<file path="src/logic/cachePkg.sv">
`default_nettype none

package cachePkg;

    localparam int lineBytes = 16;
    localparam int bankLines = 16;

    // Offset in bits 3..0, bank parity in bit 4, line index in bits 8..5.
    typedef logic [8:0] byteAddr;

    typedef logic [$clog2(bankLines)-1:0] lineIdx;
    typedef logic [8*lineBytes-1:0] lineData;
    typedef logic [63:0] loadData;
    typedef logic [$clog2(lineBytes)-1:0] byteOffset;

    // Load width as a power of two bytes.
    typedef enum logic [1:0] {
        sizeByte,
        sizeHalf,
        sizeWord,
        sizeDouble
    } loadSize;

    typedef struct packed {
        byteOffset offset;
        loadSize size;
        logic signExtend;
        logic startOdd;  // Start line sits in the odd bank.
    } alignReq;

    typedef struct packed {
        lineData first;  // Line that holds the start byte.
        lineData next;
    } bankPair;

endpackage

`default_nettype wire

</file>
<file path="src/logic/outputAlign.sv">
`timescale 1ns/100ps
`default_nettype none

module outputAlign import cachePkg::*; (
    input bankPair lines,
    input alignReq req,
    output loadData data
);

    logic [2*$bits(lineData)-1:0] doubled;
    lineData rotated;
    loadData merged;
    logic [4:0] sizeBytes;
    logic [4:0] endPos;
    logic crossing;
    logic fillBit;

    // Rotate right by the offset so the start byte lands in byte 0.
    assign doubled = {lines.first, lines.first} >> {req.offset, 3'b000};
    assign rotated = doubled[$bits(lineData)-1:0];

    assign sizeBytes = 5'd1 << req.size;
    assign endPos = {1'b0, req.offset} + sizeBytes;
    assign crossing = endPos > 5'(lineBytes);  // Load runs past the end of the first line.

    // Bytes past the line end come from the bottom of the next line, in order.
    always_comb begin
        merged = rotated[$bits(loadData)-1:0];
        for (int j = 0; j < $bits(loadData)/8; j++) begin
            if (crossing && (int'(req.offset) + j >= lineBytes)) begin
                merged[j*8 +: 8] = lines.next[(int'(req.offset) + j - lineBytes)*8 +: 8];
            end
        end
    end

    always_comb begin
        unique case (req.size)
            sizeByte: begin
                fillBit = req.signExtend & merged[7];
                data = {{56{fillBit}}, merged[7:0]};
            end
            sizeHalf: begin
                fillBit = req.signExtend & merged[15];
                data = {{48{fillBit}}, merged[15:0]};
            end
            sizeWord: begin
                fillBit = req.signExtend & merged[31];
                data = {{32{fillBit}}, merged[31:0]};
            end
            sizeDouble: begin
                fillBit = req.signExtend & merged[63];  // Nothing left to fill.
                data = merged;
            end
        endcase
    end

    always_comb begin
        assert (!$isunknown(req.size))
        else $error("outputAlign: load size unknown.");
    end

endmodule

`default_nettype wire

</file>
<file path="config.mk">
export PLATFORM = sky130hd
export DESIGN_NAME = outputAlign
export DESIGN_NICKNAME = d
export VERILOG_FILES = /design/src/logic/cachePkg.sv /design/src/logic/outputAlign.sv
export SDC_FILE = /design/constraint.sdc
export NUM_CORES = 1
export LEC_CHECK = 0
export BUFFER_PORTS_ARGS = -buffer_cell sky130_fd_sc_hd__buf_2
export CORE_ASPECT_RATIO = 0.8
export CORE_MARGIN = 10
export CORE_UTILIZATION = 40
export DETAILED_ROUTE_END_ITERATION = 10
export GPL_TIMING_DRIVEN = 0
export PLACE_DENSITY = 0.75
export SLEW_MARGIN = 15
export SYNTH_ARGS = -nofsm -noshare
export SYNTH_HDL_FRONTEND = slang
export SYNTH_SLANG_ARGS = --single-unit
</file>
<file path="constraint.sdc">
create_clock -name vclk -period 3.7
set_input_delay 0.37 -clock vclk [all_inputs]
set_output_delay 0.37 -clock vclk [all_outputs]
set_load 0.03 [all_outputs]
</file>
==> results.json <==
{
  "ys_types": 60,
  "finalCoreUtilization_pct": 53.82,
  "ctsHoldBuffers": 0,
  "fin_crit_sh_pct": 100.7,
  "critPathRequiredTime_ps": 3330,
  "area_growth_pct": 31.78,
  "nets": 1730,
  "fin_crit_ps": 3727,
  "fill_cells": 2422,
  "grtUsageTotal_pct": 38.93,
  "fmax_mhz": 268.3,
  "holdCritPathClass": "primary input to output pin",
  "finalSetupViolCount": 5,
  "most-common-layout-cells": "314 x buf_2, 214 x mux4_2, 126 x nand2_1",
  "arrival_ps": 3360,
  "maxSlewViolCount": 0,
  "coreArea_um2": 26460,
  "grt_max_degree": 14,
  "seq_area_um2": 0,
  "wire_per_inst_um": 38.68,
  "initial_utilization_pct": 40.84,
  "seq_power_share_pct": 0,
  "first_pass_iters": 6,
  "endpoint_kind": "output pin",
  "relSlewSlack_pct": 9.173,
  "hp-start": "req[3]",
  "crit_type": "primary input to output pin",
  "synth_warnings": 0,
  "combPwrFrac_pct": 100.0,
  "switchingPower_uw": 1726,
  "synthTopCellsByArea": "mux4_2 44%, mux2i_1 12%, mux2_2 7.2%, nand2_1 4.4%, o21ai_0 3.6%",
  "dieWidth_um": 203.8,
  "power-per-cell-area_nw_per_um2": 210.3,
  "drc": 0,
  "synth_fa_ha_area_share_pct": 1.690,
  "muxShareOfSynthArea_pct": 66.04,
  "setup_tns_ps": -91.16,
  "drt-initial-drc-count": 2384,
  "num_io_pins": 328,
  "synth_xor_area_share_pct": 1.181,
  "std_cell_rows": 53,
  "synth.largest_area_cell": "mux4_2",
  "final_area_um2": 14240,
  "cp_max_fo": 10,
  "status": "finished with violations",
  "synth-simple-area-share_pct": 10.46,
  "yosysTopAreaCellShare_pct": 44.18,
  "placed_cell_area_um2": 13070,
  "synth_top_family_by_area": "multiplexers",
  "avgSynthCellArea_um2": 9.905,
  "die_area_um2": 34030,
  "peakVddDrop_mv": 0.1797,
  "dp_cells": 1774,
  "netlist_instances": 1091,
  "syn_area_um2": 10810,
  "die_h_um": 167.0,
  "clkPwrFrac_pct": 0,
  "place_hpwl_um": 54620,
  "synth_compound_area_share_pct": 13.91,
  "antenna_found_initial": 0,
  "seq_cells": 0,
  "syn_nets": 1369,
  "p_sw_share_pct": 57.63,
  "port_buffers": 326,
  "leakagePower_uw": 0.005970,
  "yosysSeqAreaShare_pct": 0,
  "finalHoldViolations": 0,
  "detail-route-antenna-nets": 0,
  "drive_above_1_share_pct": 56.28,
  "worstMarginPinSlew_ps": 1358,
  "violations": "setup timing",
  "n_antenna_cell": 0,
  "vias": 13650,
  "grt_first_pass_wirelength_um": 96950,
  "layout_commonest_cell": "buf_2",
  "startpoint_type": "primary input",
  "clockBufferCount": 0,
  "hold_depth": 5,
  "cap_violations": 0,
  "avgViaCountPerCell": 7.552,
  "drt-total-wl_um": 69900,
  "place_ws_ps": -2278,
  "p_int_uw": 1269,
  "grt_pass1_vias": 13540,
  "min_to": "data[22]",
  "layout.cells.non_filler": 1807,
  "grt.overflow.total": 0,
  "routabilityCongestion": 1.105,
  "setup_slack_ps": -27.29
}
==> cell usage after synthesis (7+ instances only) <==
master / number
mux4_2: 212
mux2i_1: 128
nand2_1: 128
nor2_1: 96
o21ai_0: 78
mux2_2: 69
a21oi_1: 62
clkbuf_1: 43
buf_2: 30
a211oi_1: 18
buf_4: 16
o22ai_1: 16
buf_1: 13
buf_6: 13
ha_1: 13
inv_1: 13
o211ai_1: 12
mux4_1: 11
a31oi_1: 10
o21ai_2: 9
nor2b_1: 8
nand3_1: 7
nor3_1: 7
==> critical path, stage by stage <==
cell and delay (ps):
buf_12 80, buf_12 120, buf_4 130, buf_2 340, clkdlybuf4s15_2 560, o21ai_0 470, o22ai_1 300, a32oi_1 120
mux2i_1 320, mux2i_1 170, o21ai_4 180, buf_6 160
==> cells by family (layout without fill, tap and decap cells) <==
family,Yosys count,after routing
compound gates,240,240
fa+ha+maj,14,14
buf+inv,134,493
mux,421,421
xor+xnor,12,12
simple gates,270,270
==> per-layer routing <==
| metal | up-vias | global-route usage (%) | wire length (um) |
|---|---|---|---|
| li1 | 5174 | - | - |
| met1 | 6715 | 52.46 | 25770 |
| met2 | 1502 | 55.59 | 28870 |
| met3 | 254 | 12.04 | 11300 |
| met4 | 2 | 17.75 | 3878 |
| met5 | - | 1.932 | 85 |
==> through the flow <==
step / hold slack [ps] / total power [uW]
floorplan: 1044 / 1637
global placement: 1329 / 2582
detailed placement: 1322 / 2598
CTS: 1318 / 2849
global route: 1359 / 3053
finish: 1342 / 2994
==> how the worst max path moves through the flow <==
stage / start / to / slack, ps / depth (start not counted)
floorplan: req[4] / data[52] / 4 / 14
finish: req[5] / data[54] / -30 / 12
CTS: req[4] / data[60] / -20 / 17
global route: req[7] / data[10] / -4 / 11
detailed placement: req[6] / data[18] / -2280 / 14
global placement: req[6] / data[51] / -2290 / 16
==> timing repair <==
| action | CTS | global route |
|---|---|---|
| pin swaps | 10 | 11 |
| gates cloned | 4 | 0 |
| setup endpoints to repair | 58 | 53 |
| buffers inserted | 38 | 4 |
| gates resized for setup | 178 | 47 |
==> power groups by stage <==
stage | clock network, uW | logic, uW | registers, uW
after floorplan | 0 | 1640 | 0
after global placement | 0 | 2580 | 0
after detailed placement | 0 | 2600 | 0
after CTS | 0 | 2850 | 0
after global routing | 0 | 3050 | 0
final | 0 | 2990 | 0
==> final cells by class <==
cell class                 instances  area, um^2  share of cell area [%]
tap                              357       446.7                   3.137
timing repair buffer             369        2266                   15.91
multi-input combinational        957       10570                   74.25
inverter                          16       86.33                  0.6062
buffer                           108       868.3                   6.097
No activity file was read; power rests on OpenSTA's default activity.
