==> src/logic/busPkg.sv <==
`default_nettype none

package busPkg;

    localparam int wbAddrWidth = 9;
    localparam int wbDataWidth = 64;

    typedef logic [wbDataWidth/8-1:0] wbSel;
    typedef logic [wbDataWidth-1:0] wbData;

    // Classic cycle, one transfer per cyc.
    typedef struct packed {
        logic cyc;
        logic stb;
        logic we;
        logic [wbAddrWidth-1:0] adr;
        wbData dat;
        wbSel sel;
        logic tgaSigned;  // Address tag asking for a sign-extended load.
    } wbReq;

    typedef struct packed {
        wbData dat;
        logic ack;
    } wbResp;

endpackage

`default_nettype wire

==> src/logic/cachePkg.sv <==
`default_nettype none

package cachePkg;

    localparam int lineBytes = 16;
    localparam int bankLines = 16;

    // Offset in bits 3..0, bank parity in bit 4, line index in bits 8..5.
    typedef logic [8:0] byteAddr;

    typedef logic [$clog2(bankLines)-1:0] lineIdx;
    typedef logic [8*lineBytes-1:0] lineData;
    typedef logic [63:0] loadData;
    typedef logic [$clog2(lineBytes)-1:0] byteOffset;

    // Load width as a power of two bytes.
    typedef enum logic [1:0] {
        sizeByte,
        sizeHalf,
        sizeWord,
        sizeDouble
    } loadSize;

    typedef struct packed {
        byteOffset offset;
        loadSize size;
        logic signExtend;
        logic startOdd;  // Start line sits in the odd bank.
    } alignReq;

    typedef struct packed {
        lineData first;  // Line that holds the start byte.
        lineData next;
    } bankPair;

endpackage

`default_nettype wire

==> src/logic/lineBank.sv <==
`timescale 1ns/100ps
`default_nettype none

module lineBank import cachePkg::*, busPkg::*; (
    input logic clk,
    input lineIdx rdIdx,
    output lineData rdLine,
    input logic wrEn,
    input lineIdx wrIdx,
    input logic wrHigh,
    input wbData wrData,
    input wbSel wrSel
);

    lineData lines [bankLines];

    // Registered read, so data shows up one cycle after the index.
    always_ff @(posedge clk) begin
        rdLine <= lines[rdIdx];
    end

    always_ff @(posedge clk) begin
        if (wrEn) begin
            for (int i = 0; i < $bits(wbSel); i++) begin
                if (wrSel[i]) begin
                    lines[wrIdx][(wrHigh ? $bits(wbData) : 0) + i*8 +: 8] <= wrData[i*8 +: 8];
                end
            end
        end
    end

endmodule

`default_nettype wire

==> config.mk <==
export PLATFORM = sky130hd
export DESIGN_NAME = lineBank
export DESIGN_NICKNAME = d
export VERILOG_FILES = /design/src/logic/busPkg.sv /design/src/logic/cachePkg.sv /design/src/logic/lineBank.sv
export SDC_FILE = /design/constraint.sdc
export NUM_CORES = 2
export LEC_CHECK = 0
export ABC_AREA = 0
export BUFFER_PORTS_ARGS = -buffer_cell sky130_fd_sc_hd__buf_2
export CAP_MARGIN = 20
export CORE_MARGIN = 2
export CORE_UTILIZATION = 58
export DETAILED_ROUTE_END_ITERATION = 6
export PLACE_DENSITY = 0.75
export SLEW_MARGIN = 5
export SYNTH_ARGS = -nofsm -noshare
export SYNTH_HDL_FRONTEND = slang
export SYNTH_SLANG_ARGS = --single-unit
==> constraint.sdc <==
create_clock -name clk -period 3.5 [get_ports clk]
set_input_delay 0.7 -clock clk [delete_from_list [all_inputs] [get_ports clk]]
set_output_delay 0.7 -clock clk [all_outputs]
set_load 0.05 [all_outputs]
==> results.sh <==
export IMPL_run_status="complete, no violations"
export IMPL_antenna_found_initial=11
export IMPL_cts_root_buf="clkbuf_16"
export IMPL_io_buffer_count=210
export IMPL_synthCells=3627
export IMPL_rsz0062_at_grt="false"
export IMPL_avgSynthCellArea_sq_um=22.6
export IMPL_final_common_cell="edfxtp_1"
export IMPL_dieArea_sq_um=144000
export IMPL_yosys_register_bits=2176
export IMPL_path_delay_family="flip-flops"
export IMPL_path_clk_slew_ns=0.06
export IMPL_ys_seq_area_share_pct=78.2
export IMPL_hold_viol=0
export IMPL_die_h_microns=380
export IMPL_drcViolationCount=0
export IMPL_grt_pass1_vias=40800
export IMPL_drive_above_1_share_pct=33.7
export IMPL_clockBufferDepth=3
export IMPL_vias=40100
export IMPL_worstSetupPathType="reg2out"
export IMPL_overflow=0
export IMPL_worst_pin_slew_ns=0.992
export IMPL_crit_path_start_kind="flop"
export IMPL_hpwl_mm=126
export IMPL_finalSetupViolations=0
export IMPL_fin_crit_ns=2.51
export IMPL_final_nets=4297
export IMPL_grt_first_pass_wirelength_mm=286
export IMPL_cts_sinks=2176
export IMPL_critPathMaxStageDelay_ns=0.62
export IMPL_drtIter0Drc=5172
export IMPL_syn_area_sq_um=82000
export IMPL_die_w_microns=380
export IMPL_maxCapViolations=0
export IMPL_rows=137
export IMPL_cts_htree_levels=4
export IMPL_final_instance_count_excl_fill=6275
export IMPL_pwr_density_cell_nw_per_um2=562
export IMPL_final_cell_mix="edfxtp_1, mux4_2, buf_4"
export IMPL_antenna_left=0
export IMPL_hold_path_class="in2reg"
export IMPL_syn_num_nets=3710
export IMPL_io_pins=211
export IMPL_synth_cell_types=25
export IMPL_ir_worst_vdd_mv=0.450
export IMPL_crit_chain="buf_2"
export IMPL_worstPathArrival_ns=1.81
export IMPL_tritoncts="built"
export IMPL_cts_buffers=204
export IMPL_clkLatencyLatePin_ns=0.85
export IMPL_ctsResizeCount=0
export IMPL_grt_max_degree=83
export IMPL_path_max_fanout=1
export IMPL_hold_slack_ns=0.380
export IMPL_required_ns=2.80
export IMPL_gp_congestion=0.830
export IMPL_fill_cells=8482
export IMPL_drtPass1Iterations=5
export IMPL_cts_hold_buf=0
export IMPL_end_kind="output port"
export IMPL_wl_per_cell_microns=31.3
export IMPL_relSlewSlack_pct=33.7
export IMPL_fin_skew_ns=0.0270
export IMPL_critPathBufInv=1
export IMPL_avgViaCountPerCell=6.39
export IMPL_post_place_cells=5879
export IMPL_cp_slowest_cell="dfxtp_1"
export IMPL_wirelength_mm=196
export IMPL_utilization_pct=67.4
export IMPL_syn2layout_area_growth_pct=15.0
export IMPL_finalCritPeriodShare_pct=71.8
export IMPL_cellLeakagePower_nw=26.3
export IMPL_grt_busiest_layer="met2"
export IMPL_grt_use_met3_pct=6.45
export IMPL_max_freq_mhz=398
export IMPL_initial_utilization_pct=58.6
export IMPL_cts_setup_buffers=0
export IMPL_finalMaxSlewViolations=0
export IMPL_use_met1_pct=38.8
export IMPL_grt_total_usage_pct=27.5
export IMPL_setup_tns_ns=0
export IMPL_use_met2_pct=43.7
export IMPL_yosys_warnings=0
export IMPL_coreArea_sq_um=140000
worst register-to-register path: cells and delay by family (launching register included):
family | cells | cell delay, ns
AO/OA/AOI/OAI | 2 | 0.58
flip-flops | 1 | 0.37
multiplexers | 1 | 0.45
AND/OR/NAND/NOR | 1 | 0.15
layer usage:
| metal | wire (microns) | up-vias |
|---|---|---|
| met3 | 21000 | 340 |
| met1 | 73800 | 21100 |
| met2 | 95600 | 2376 |
| li1 | - | 16300 |
| met5 | 0 | - |
| met4 | 5740 | 0 |
cell usage after synthesis:
library cell / instances / area, sq um
nand2b_1: 1 / 6.26
nor2b_1: 43 / 269
and2_1: 73 / 457
buf_6: 32 / 360
a31oi_1: 4 / 25.0
or2_2: 1 / 6.26
buf_8: 5 / 75.1
and3_1: 55 / 344
a211oi_1: 30 / 225
inv_1: 1 / 3.75
o221ai_1: 24 / 210
buf_1: 7 / 26.3
mux4_2: 574 / 12900
edfxtp_1: 2048 / 61500
a21oi_1: 38 / 190
nand2_1: 45 / 169
buf_4: 29 / 218
mux2i_1: 74 / 741
buf_2: 47 / 235
nand4_1: 1 / 6.26
nand3_1: 7 / 35.0
clkbuf_1: 89 / 334
nor2_1: 259 / 972
dfxtp_1: 128 / 2560
o22ai_1: 12 / 75.1
state kept, by name (all words and copies together), names as in the netlist:
register	count
rdLine	128
lines	2048
through the flow:
| stage | cell area, sq um | total power, mW | setup slack (ns) |
|---|---|---|---|
| 2_1_floorplan | 82000 | 30.5 | 1.11 |
| 3_3_place_gp | 87500 | 31.3 | 0.562 |
| 3_5_place_dp | 87500 | 31.4 | 0.452 |
| 4_1_cts | 94200 | 53.2 | 0.987 |
| 5_1_grt | 94200 | 54.2 | 0.901 |
| 6_report | 94200 | 53.0 | 0.987 |
final timing paths:
kind,from,depth (start not counted),slack (ns),end
worst max register to register,lines[2][55],4,1.80,rdLine[55]
worst max-delay path,rdLine[30],1,0.99,rdLine[30]
worst min register to register,lines[4][21],3,0.74,rdLine[21]
worst min-delay path,rdIdx[3],2,0.38,rdLine[72]
power breakdown:
| part | internal, mW | switching [mW] | total, mW |
|---|---|---|---|
| sequential | 28.5 | 0.109 | 28.6 |
| clock | 12.6 | 9.58 | 22.1 |
| combinational | 0.751 | 1.47 | 2.22 |
| total | 41.8 | 11.2 | 53.0 |
logic make-up after synthesis:
kind of cell / count (synthesis) / share of synthesized area [%]
buffers and inverters: 210 / 1.53
and+or+nand+nor: 485 / 2.76
AOI/OAI and AO/OA: 108 / 0.885
muxes: 648 / 16.7
DFF: 2176 / 78.2
final cells by class:
| cell class | instances | area [sq um] | area share, % |
|---|---|---|---|
| timing repair buffer | 590 | 4350 | 4.62 |
| sequential | 2176 | 64100 | 68.0 |
| tap | 1876 | 2350 | 2.49 |
| antenna | 6 | 15.0 | 0.0159 |
| clock inverter | 96 | 958 | 1.02 |
| inverter | 1 | 11.3 | 0.0119 |
| clock buffer | 289 | 5770 | 6.13 |
| multi-input combinational | 1241 | 16700 | 17.7 |
(Power assumes the default switching activity.)
