[config.mk]
export PLATFORM = sky130hd
export DESIGN_NAME = loadController
export DESIGN_NICKNAME = d
export VERILOG_FILES = /design/src/logic/busPkg.sv /design/src/logic/cachePkg.sv /design/src/logic/loadController.sv
export SDC_FILE = /design/constraint.sdc
export NUM_CORES = 1
export LEC_CHECK = 0
export CAP_MARGIN = 20
export CORE_AREA = 2 2 122 124
export CTS_CLUSTER_DIAMETER = 200
export DETAILED_ROUTE_END_ITERATION = 10
export DIE_AREA = 0 0 124 126
export DONT_BUFFER_PORTS = 1
export GPL_TIMING_DRIVEN = 0
export PLACE_DENSITY_LB_ADDON = 0.3
export SYNTH_ARGS = -nofsm -noshare
export SYNTH_HDL_FRONTEND = slang
export SYNTH_SLANG_ARGS = --single-unit
[constraint.sdc]
create_clock -name clk -period 3.6 [get_ports clk]
set_input_delay 0.18 -clock clk [delete_from_list [all_inputs] [get_ports clk]]
set_output_delay 0.18 -clock clk [all_outputs]
set_load 0.02 [all_outputs]
[src/logic/busPkg.sv]
`default_nettype none

package busPkg;

    localparam int wbAddrWidth = 9;
    localparam int wbDataWidth = 64;

    typedef logic [wbDataWidth/8-1:0] wbSel;
    typedef logic [wbDataWidth-1:0] wbData;

    // Classic cycle, one transfer per cyc.
    typedef struct packed {
        logic cyc;
        logic stb;
        logic we;
        logic [wbAddrWidth-1:0] adr;
        wbData dat;
        wbSel sel;
        logic tgaSigned;  // Address tag asking for a sign-extended load.
    } wbReq;

    typedef struct packed {
        wbData dat;
        logic ack;
    } wbResp;

endpackage

`default_nettype wire

[src/logic/cachePkg.sv]
`default_nettype none

package cachePkg;

    localparam int lineBytes = 16;
    localparam int bankLines = 16;

    // Offset in bits 3..0, bank parity in bit 4, line index in bits 8..5.
    typedef logic [8:0] byteAddr;

    typedef logic [$clog2(bankLines)-1:0] lineIdx;
    typedef logic [8*lineBytes-1:0] lineData;
    typedef logic [63:0] loadData;
    typedef logic [$clog2(lineBytes)-1:0] byteOffset;

    // Load width as a power of two bytes.
    typedef enum logic [1:0] {
        sizeByte,
        sizeHalf,
        sizeWord,
        sizeDouble
    } loadSize;

    typedef struct packed {
        byteOffset offset;
        loadSize size;
        logic signExtend;
        logic startOdd;  // Start line sits in the odd bank.
    } alignReq;

    typedef struct packed {
        lineData first;  // Line that holds the start byte.
        lineData next;
    } bankPair;

endpackage

`default_nettype wire

[src/logic/loadController.sv]
`timescale 1ns/100ps
`default_nettype none

module loadController import cachePkg::*, busPkg::*; (
    input logic clk,
    input logic rstN,
    input wbReq bus,
    output wbResp resp,
    output lineIdx evenIdx,
    output lineIdx oddIdx,
    output logic evenWr,
    output logic oddWr,
    output lineIdx wrIdx,
    output logic wrHigh,
    output wbData wrData,
    output wbSel wrSel,
    output alignReq req,
    input loadData aligned
);

    typedef enum logic [1:0] {
        idle,
        read,
        respond,
        writeAck
    } ctrlState;

    ctrlState state;
    ctrlState nextState;
    byteAddr addr;
    lineIdx baseIdx;
    logic accept;
    loadSize selSize;
    logic selLegal;
    logic illegal;
    wbData respData;

    assign addr = bus.adr;
    assign baseIdx = addr[8:5];
    assign accept = (state == idle) && bus.cyc && bus.stb;

    // An odd start line is followed by the even line one index up. Line 31 wraps to 0.
    assign oddIdx = baseIdx;
    assign evenIdx = addr[4] ? baseIdx + 1'b1 : baseIdx;

    assign wrIdx = baseIdx;
    assign wrHigh = addr[3];  // Selects the half line.
    assign wrData = bus.dat;
    assign wrSel = bus.sel;
    assign evenWr = accept && bus.we && !addr[4];
    assign oddWr = accept && bus.we && addr[4];

    // Only contiguous low-byte selects are loads.
    always_comb begin
        selLegal = 1'b1;
        case (bus.sel)
            8'h01: selSize = sizeByte;
            8'h03: selSize = sizeHalf;
            8'h0f: selSize = sizeWord;
            8'hff: selSize = sizeDouble;
            default: begin
                selSize = sizeByte;
                selLegal = 1'b0;
            end
        endcase
    end

    always_comb begin
        nextState = state;
        unique case (state)
            idle: begin
                if (accept) begin
                    nextState = bus.we ? writeAck : read;
                end
            end
            read: nextState = respond;  // Bank data is aligned this cycle.
            respond: nextState = idle;
            writeAck: nextState = idle;
        endcase
    end

    always_ff @(posedge clk or negedge rstN) begin
        if (!rstN) begin
            state <= idle;
            req <= '0;
            illegal <= 1'b0;
        end else begin
            state <= nextState;
            if (accept && !bus.we) begin
                req.offset <= addr[3:0];
                req.size <= selSize;
                req.signExtend <= bus.tgaSigned;
                req.startOdd <= addr[4];
                illegal <= !selLegal;
            end
        end
    end

    always_ff @(posedge clk) begin
        if (state == read) begin
            respData <= illegal ? '0 : aligned;
        end
    end

    assign resp.dat = respData;
    assign resp.ack = (state == respond) || (state == writeAck);

    // The master holds its strobe until it sees the ack.
    ackInCycle: assert property (@(posedge clk) disable iff (!rstN)
        resp.ack |-> bus.cyc && bus.stb);

    ackOnePulse: assert property (@(posedge clk) disable iff (!rstN)
        resp.ack |=> !resp.ack);

    oneBankWrite: assert property (@(posedge clk) disable iff (!rstN)
        !(evenWr && oddWr));

endmodule

`default_nettype wire

==> results.py, run 1 <==
metrics = {
    "outcome": {
        "outcome": "complete, no violations",
    },
    "layout": {
        "multiInputGateArea_um2": 678,
        "num-nets-final": 434,
        "n_antenna_cell": 0,
        "post-route-cell-area_um2": 4190,
        "finalNonFillerCells": 471,
        "synth_to_final_area_change_pct": 18.7,
        "layout-drive-gt1-share_pct": 35.5,
        "fill_cells": 1461,
        "regArea_um2": 2200,
    },
    "setup_path": {
        "slowest_stage": "sky130_fd_sc_hd__nor2b_4",
        "crit_path_end_kind": "flop",
        "worstSetupPathType": "flop to flop",
        "path_cells": "nor2b_4 > buf_12",
        "critPathRequiredTime_ns": 3.63,
        "critPathArrivalTime_ns": 1.84,
        "type_of_element_launching_the_critical_path": "flop",
        "cp_slowest_stage_delay_ns": 0.73,
        "crit_fanout": 36,
    },
    "clock_network": {
        "cts.reportedPaths.clkPinSlew_ns": 0.06,
        "clock_path_buffers": 2,
        "cts.root.buffer_cell": "sky130_fd_sc_hd__clkbuf_16",
        "number_of_clock_buffers_inserted_by_tritoncts": 9,
        "cts_resized": 0,
        "insertion_delay_ns": 0.33,
        "cts_htree_levels": 3,
        "tritoncts_num_sinks": 75,
        "tritoncts_clock_tree": "done",
    },
    "power_and_ir_drop": {
        "leakage_uw": 0.00159,
        "ir_worst_vdd_v": 0.000212,
        "cell_pwr_density_nw_per_um2": 615,
    },
    "global_routing": {
        "grt_pass1_wl_um": 14200,
        "globalRouteOverflowTotal": 0,
        "first_global_vias": 2097,
        "grt_start_max_net_pins": 37,
        "antenna_violations_before_repair": 0,
        "global_route.usage.total_pct": 13.2,
    },
    "sta": {
        "totalNegativeSetupSlack_ns": 0,
        "setup_repair_after_global_routing_missed_its_margin": "false",
        "worst_slew_margin_relative_to_its_limit_pct": 38.1,
        "timing.final.max_slew_violations": 0,
        "hold_slack_ns": 0.0184,
        "postLayoutSetupSlackWorst_ns": 1.78,
        "tightest_slew_ns": 0.926,
        "final_period_minus_worst_setup_slack_ns": 1.82,
        "setup_viol_count_final": 0,
        "worst_clock_skew_ns": 0.00530,
        "fmax_mhz": 550,
        "period_share_pct": 50.5,
        "finalHoldViolations": 0,
    },
    "routing": {
        "wl_um": 10900,
        "initialDrtViolationCount": 76,
        "detail-route-antenna-nets": 0,
        "drc": 0,
        "num_vias": 2007,
        "detail_route.vias_per_cell": 4.26,
        "drt_pre_antenna_iters": 3,
        "wl_per_cell_um": 23.2,
    },
    "run": {
        "drv.max_cap_violation_count": 0,
    },
    "floorplanning": {
        "floorplan.core_area_um2": 14300,
        "die_area_um2": 15600,
        "die_y_um": 126,
        "placement_rows": 44,
        "initial_core_util_pct": 24.7,
        "die_width_um": 124,
        "ioPinCount": 311,
    },
    "place": {
        "place_ws_ns": 1.74,
        "placed_cells": 449,
        "routability_driven_placement_congestion_ratio": 0.851,
        "dpl.hpwl_um": 8970,
        "buffer_ports.inserted": 0,
        "placed_cell_area_um2": 3790,
    },
    "yosys": {
        "number_of_register_bits_inferred_by_synthesis": 75,
        "synth_edf_count": 64,
        "ys_seq_area_share_pct": 62.3,
        "proportion_of_synthesized_flip_flops_having_asynchronous_set_or_reset_pct": 14.7,
        "synthesis.instances": 264,
        "netlist-cell-type-count": 25,
        "number_of_warning_messages_in_the_yosys_log": 0,
        "dominantRegCellSynth": "sky130_fd_sc_hd__edfxtp_1",
        "synth_fp_nets": 416,
        "synth_area_per_cell_um2": 13.4,
        "synthesis.area_um2": 3530,
    },
    "hold_path": {
        "worst_hold_path_type": "input pin to flop",
    },
}
## area by class of cell
cell class                      count  share of cell area (%)
Buffer                             91                    15.6
Clock buffer                       10                    5.47
Clock inverter                      6                    2.69
Timing Repair Buffer                7                    1.91
Multi-Input combinational cell     96                    16.2
Sequential cell                    75                    52.5
Tap cell                          184                    5.50
Inverter                            2                   0.179
## cell families after synthesis
group | synth area share [%]
adder cells (fa/ha/maj) | 0.355
flip-flops | 62.3
multiplexers | 2.55
buffers and inverters | 18.7
AND/OR/NAND/NOR | 14.3
XOR/XNOR | 0.745
AO/OA/AOI/OAI | 1.03
## cells in the final DEF, fill, tap and decap left out, drive strengths merged, types with 2 or more instances in the layout
master and n:
buf 83, bufinv 3, clkbuf 19, clkinv 2, dfrtp 11, dlygate4sd3 6, edfxtp 64, inv 3
mux2 8, nand2 3, nand2b 2, nand4 3, nor2b 65, xnor2 2
## synthesized netlist by cell type, types with 2 or more instances
library cell / n / share of area [%]
sky130_fd_sc_hd__buf_4: 81 / 17
sky130_fd_sc_hd__inv_1: 2 / 0.21
sky130_fd_sc_hd__dfrtp_1: 11 / 7.8
sky130_fd_sc_hd__nand2_1: 3 / 0.32
sky130_fd_sc_hd__nor2b_1: 65 / 12
sky130_fd_sc_hd__xnor2_1: 2 / 0.50
sky130_fd_sc_hd__mux2_1: 8 / 2.6
sky130_fd_sc_hd__edfxtp_1: 64 / 54
sky130_fd_sc_hd__nand4_1: 3 / 0.53
sky130_fd_sc_hd__nand2b_1: 2 / 0.35
sky130_fd_sc_hd__clkbuf_1: 9 / 0.96
## worst paths after layout
kind                       startpoint           end  slack (ns)  cells past startpoint
setup / recovery             state[1]  respData[16]        1.78                      2
hold / removal                bus[82]      state[1]        0.02                      2
setup reg to reg             state[1]  respData[16]        1.78                      2
hold reg to reg              state[0]      state[0]        0.60                      1
max in group asynchronous        rstN      state[1]        3.00                      1
min in group asynchronous        rstN        req[6]        0.25                      1
## per-stage QoR
stage | total power, uW | util [%]
5_1_grt | 2680 | 29.3
2_1_floorplan | 1460 | -
3_3_place_gp | 1550 | 26.3
4_1_cts | 2610 | 29.3
3_5_place_dp | 1560 | 26.5
6_report | 2580 | 29.3
## where the power goes
group | leakage (uW) | internal [uW] | total (uW) | switching [uW]
logic | 0.000682 | 135 | 369 | 234
registers | 0.000736 | 1050 | 1170 | 117
clock network | 0.000167 | 680 | 1040 | 357
## worst max-delay path, delay by kind of cell, from the launching register on
family                 cells  cell delay (ns)
buffers and inverters      1             0.30
flip-flops                 1             0.43
AND/OR/NAND/NOR            1             0.73
## registers in the layout (all words and copies together), names as in the netlist
signal    flops
respData     64
req           8
state         2
illegal       1
## routing by layer
layer / share of wire [%] / vias to the layer above / GRT usage [%]
li1: - / 842 / -
met1: 33 / 948 / 12.7
met2: 51 / 195 / 23.3
met3: 13 / 22 / 6.43
met4: 2.9 / 0 / 5.88
met5: 0 / - / 0
## timing repair
| item | CTS | global route |
|---|---|---|
| endpoints found under the setup margin | 0 | 0 |
| endpoints found under the hold margin | 16 | 0 |
| buffers inserted | 0 | 0 |
| hold buffers | 6 | 0 |
(Power assumes the default switching activity.)
==> run 2: changes to the inputs <==
==> constraint.sdc (replaced) <==
create_clock -name clk -period 1.8 [get_ports clk]
set_input_delay 0.09 -clock clk [delete_from_list [all_inputs] [get_ports clk]]
set_output_delay 0.09 -clock clk [all_outputs]
set_load 0.02 [all_outputs]
==> results.py, run 2 (same netlist as run 1, synthesis figures left out) <==
metrics = {
    "routing": {
        "drt_pre_antenna_iters": 4,
        "wl_um": 10800,
        "detail-route-antenna-nets": 0,
        "detail_route.vias_per_cell": 4.11,
        "wl_per_cell_um": 20.4,
        "initialDrtViolationCount": 73,
        "num_vias": 2176,
        "drc": 0,
    },
    "setup_path": {
        "crit_fanout": 6,
        "critPathArrivalTime_ns": 1.59,
        "type_of_element_launching_the_critical_path": "flop",
        "slowest_stage": "sky130_fd_sc_hd__dfrtp_1",
        "path_cells": "and4bb_4 > nand2_1 > nor2_1",
        "worstSetupPathType": "flop to output port",
        "worst_path_dominant_cell_family": "simple AND/OR/NAND/NOR gates",
        "cp_slowest_stage_delay_ns": 0.41,
        "crit_path_end_kind": "output port",
        "critical_path_buf_inv_count": 0,
        "critPathRequiredTime_ns": 1.71,
    },
    "global_routing": {
        "global_route.usage.total_pct": 12.9,
        "grt_pass1_wl_um": 14300,
        "globalRouteOverflowTotal": 0,
        "first_global_vias": 2314,
        "antenna_violations_before_repair": 0,
        "grt_start_max_net_pins": 28,
    },
    "layout": {
        "mostFrequentLayoutCell": "sky130_fd_sc_hd__buf_4",
        "n_antenna_cell": 0,
        "post-route-cell-area_um2": 4770,
        "biggestRegsByFlops": "respData x64, req x8, state x2",
        "largest-register": "respData",
        "finalNonFillerCells": 530,
        "final_cell_mix": "82 x sky130_fd_sc_hd__buf_4, 64 x sky130_fd_sc_hd__nor2b_1, 64 x sky130_fd_sc_hd__dlygate4sd3_1, 64 x sky130_fd_sc_hd__edfxtp_1, 11 x sky130_fd_sc_hd__dfrtp_1",
        "num-nets-final": 493,
        "layout-drive-gt1-share_pct": 29.2,
        "synth_to_final_area_change_pct": 35.1,
        "largest_reg_flops": 64,
    },
    "clock_network": {
        "cts_resized": 0,
        "tritoncts_num_sinks": 75,
        "cts.reportedPaths.clkPinSlew_ns": 0.06,
        "number_of_clock_buffers_inserted_by_tritoncts": 9,
        "tritoncts_clock_tree": "done",
        "cts_htree_levels": 3,
        "insertion_delay_ns": 0.33,
        "cts.root.buffer_cell": "sky130_fd_sc_hd__clkbuf_16",
        "clock_path_buffers": 2,
    },
    "floorplanning": {
        "die_area_um2": 15600,
        "floorplan.core_area_um2": 14300,
        "initial_core_util_pct": 24.7,
        "die_width_um": 124,
        "placement_rows": 44,
        "die_y_um": 126,
        "ioPinCount": 311,
    },
    "place": {
        "place_ws_ns": 0.0356,
        "placed_cells": 450,
        "buffer_ports.inserted": 0,
        "routability_driven_placement_congestion_ratio": 0.801,
        "placed_cell_area_um2": 3810,
        "dpl.hpwl_um": 8670,
    },
    "sta": {
        "finalHoldViolations": 1,
        "worst_slew_margin_relative_to_its_limit_pct": 58.4,
        "timing.final.max_slew_violations": 0,
        "fmax_mhz": 594,
        "tightest_slew_ns": 0.622,
        "period_share_pct": 93.5,
        "setup_viol_count_final": 0,
        "worst_clock_skew_ns": 0.00824,
        "hold_slack_ns": -0.00543,
        "setup_repair_after_global_routing_missed_its_margin": "false",
        "final_period_minus_worst_setup_slack_ns": 1.68,
        "postLayoutSetupSlackWorst_ns": 0.117,
    },
    "power_and_ir_drop": {
        "power.internal_uw": 3670,
        "pwr-share-clk_pct": 37.2,
        "netSwitchingFraction_pct": 27.2,
        "cell_pwr_density_nw_per_um2": 1060,
        "pwr-share-seq_pct": 46.8,
        "leakage_uw": 0.00183,
        "power.switching_uw": 1370,
        "ir_worst_vdd_v": 0.000378,
        "power.share.combinational_pct": 16.0,
    },
    "outcome": {
        "outcome": "finished, violations left",
        "violations": "negative hold slack",
    },
    "run": {
        "drv.max_cap_violation_count": 0,
    },
    "hold_path": {
        "worst_hold_path_type": "input pin to flop",
    },
}
-- run 2: layout make-up --
type | instances | area [um^2]
fill | 1419 | 9550
sequential | 75 | 2200
timing repair buffer | 67 | 696
multi-input combinational | 96 | 678
buffer | 90 | 649
clock buffer | 11 | 233
tap | 184 | 230
clock inverter | 5 | 76.3
inverter | 2 | 7.51
-- run 2: final timing paths --
kind                        startpoint            to  slack, ns  depth (start not counted)
setup / recovery              state[1]        evenWr       0.12                          3
hold reg to reg               state[0]      state[0]       0.61                          1
setup reg to reg              state[1]        req[4]       0.22                          4
max in group asynchronous         rstN      state[0]       1.19                          1
min in group asynchronous         rstN        req[2]       0.21                          1
hold / removal             aligned[10]  respData[10]     -0.005                          1
-- run 2: per-stage QoR --
stage	util (%)	power, uW	TNS [ns]
after floorplan	-	2920	0
after global placement	26.3	3080	-26.58
after detailed placement	26.6	3110	0
after CTS	33.2	5130	0
after global routing	33.3	5270	0
final	33.3	5040	0
-- run 2: per-layer routing --
layer	vias up	wire, um	track usage (%)
li1	962	-	-
met1	1011	3460	11.6
met2	190	5830	24.5
met3	13	1370	6.02
met4	0	171	4.89
met5	-	0	0
-- run 2: power by group through the flow --
stage	clock, uW	sequential, uW	combinational (uW)
after floorplan	0	2350	572
after global placement	0	2380	698
after detailed placement	0	2380	736
after CTS	1930	2340	853
after global routing	2020	2380	872
final	1880	2360	808
-- run 2: what timing repair did --
item / in CTS / in global routing
hold endpoints to repair: 73 / 1
hold buffers: 63 / 1
buffers inserted: 0 / 1
endpoints found under the setup margin: 0 / 28
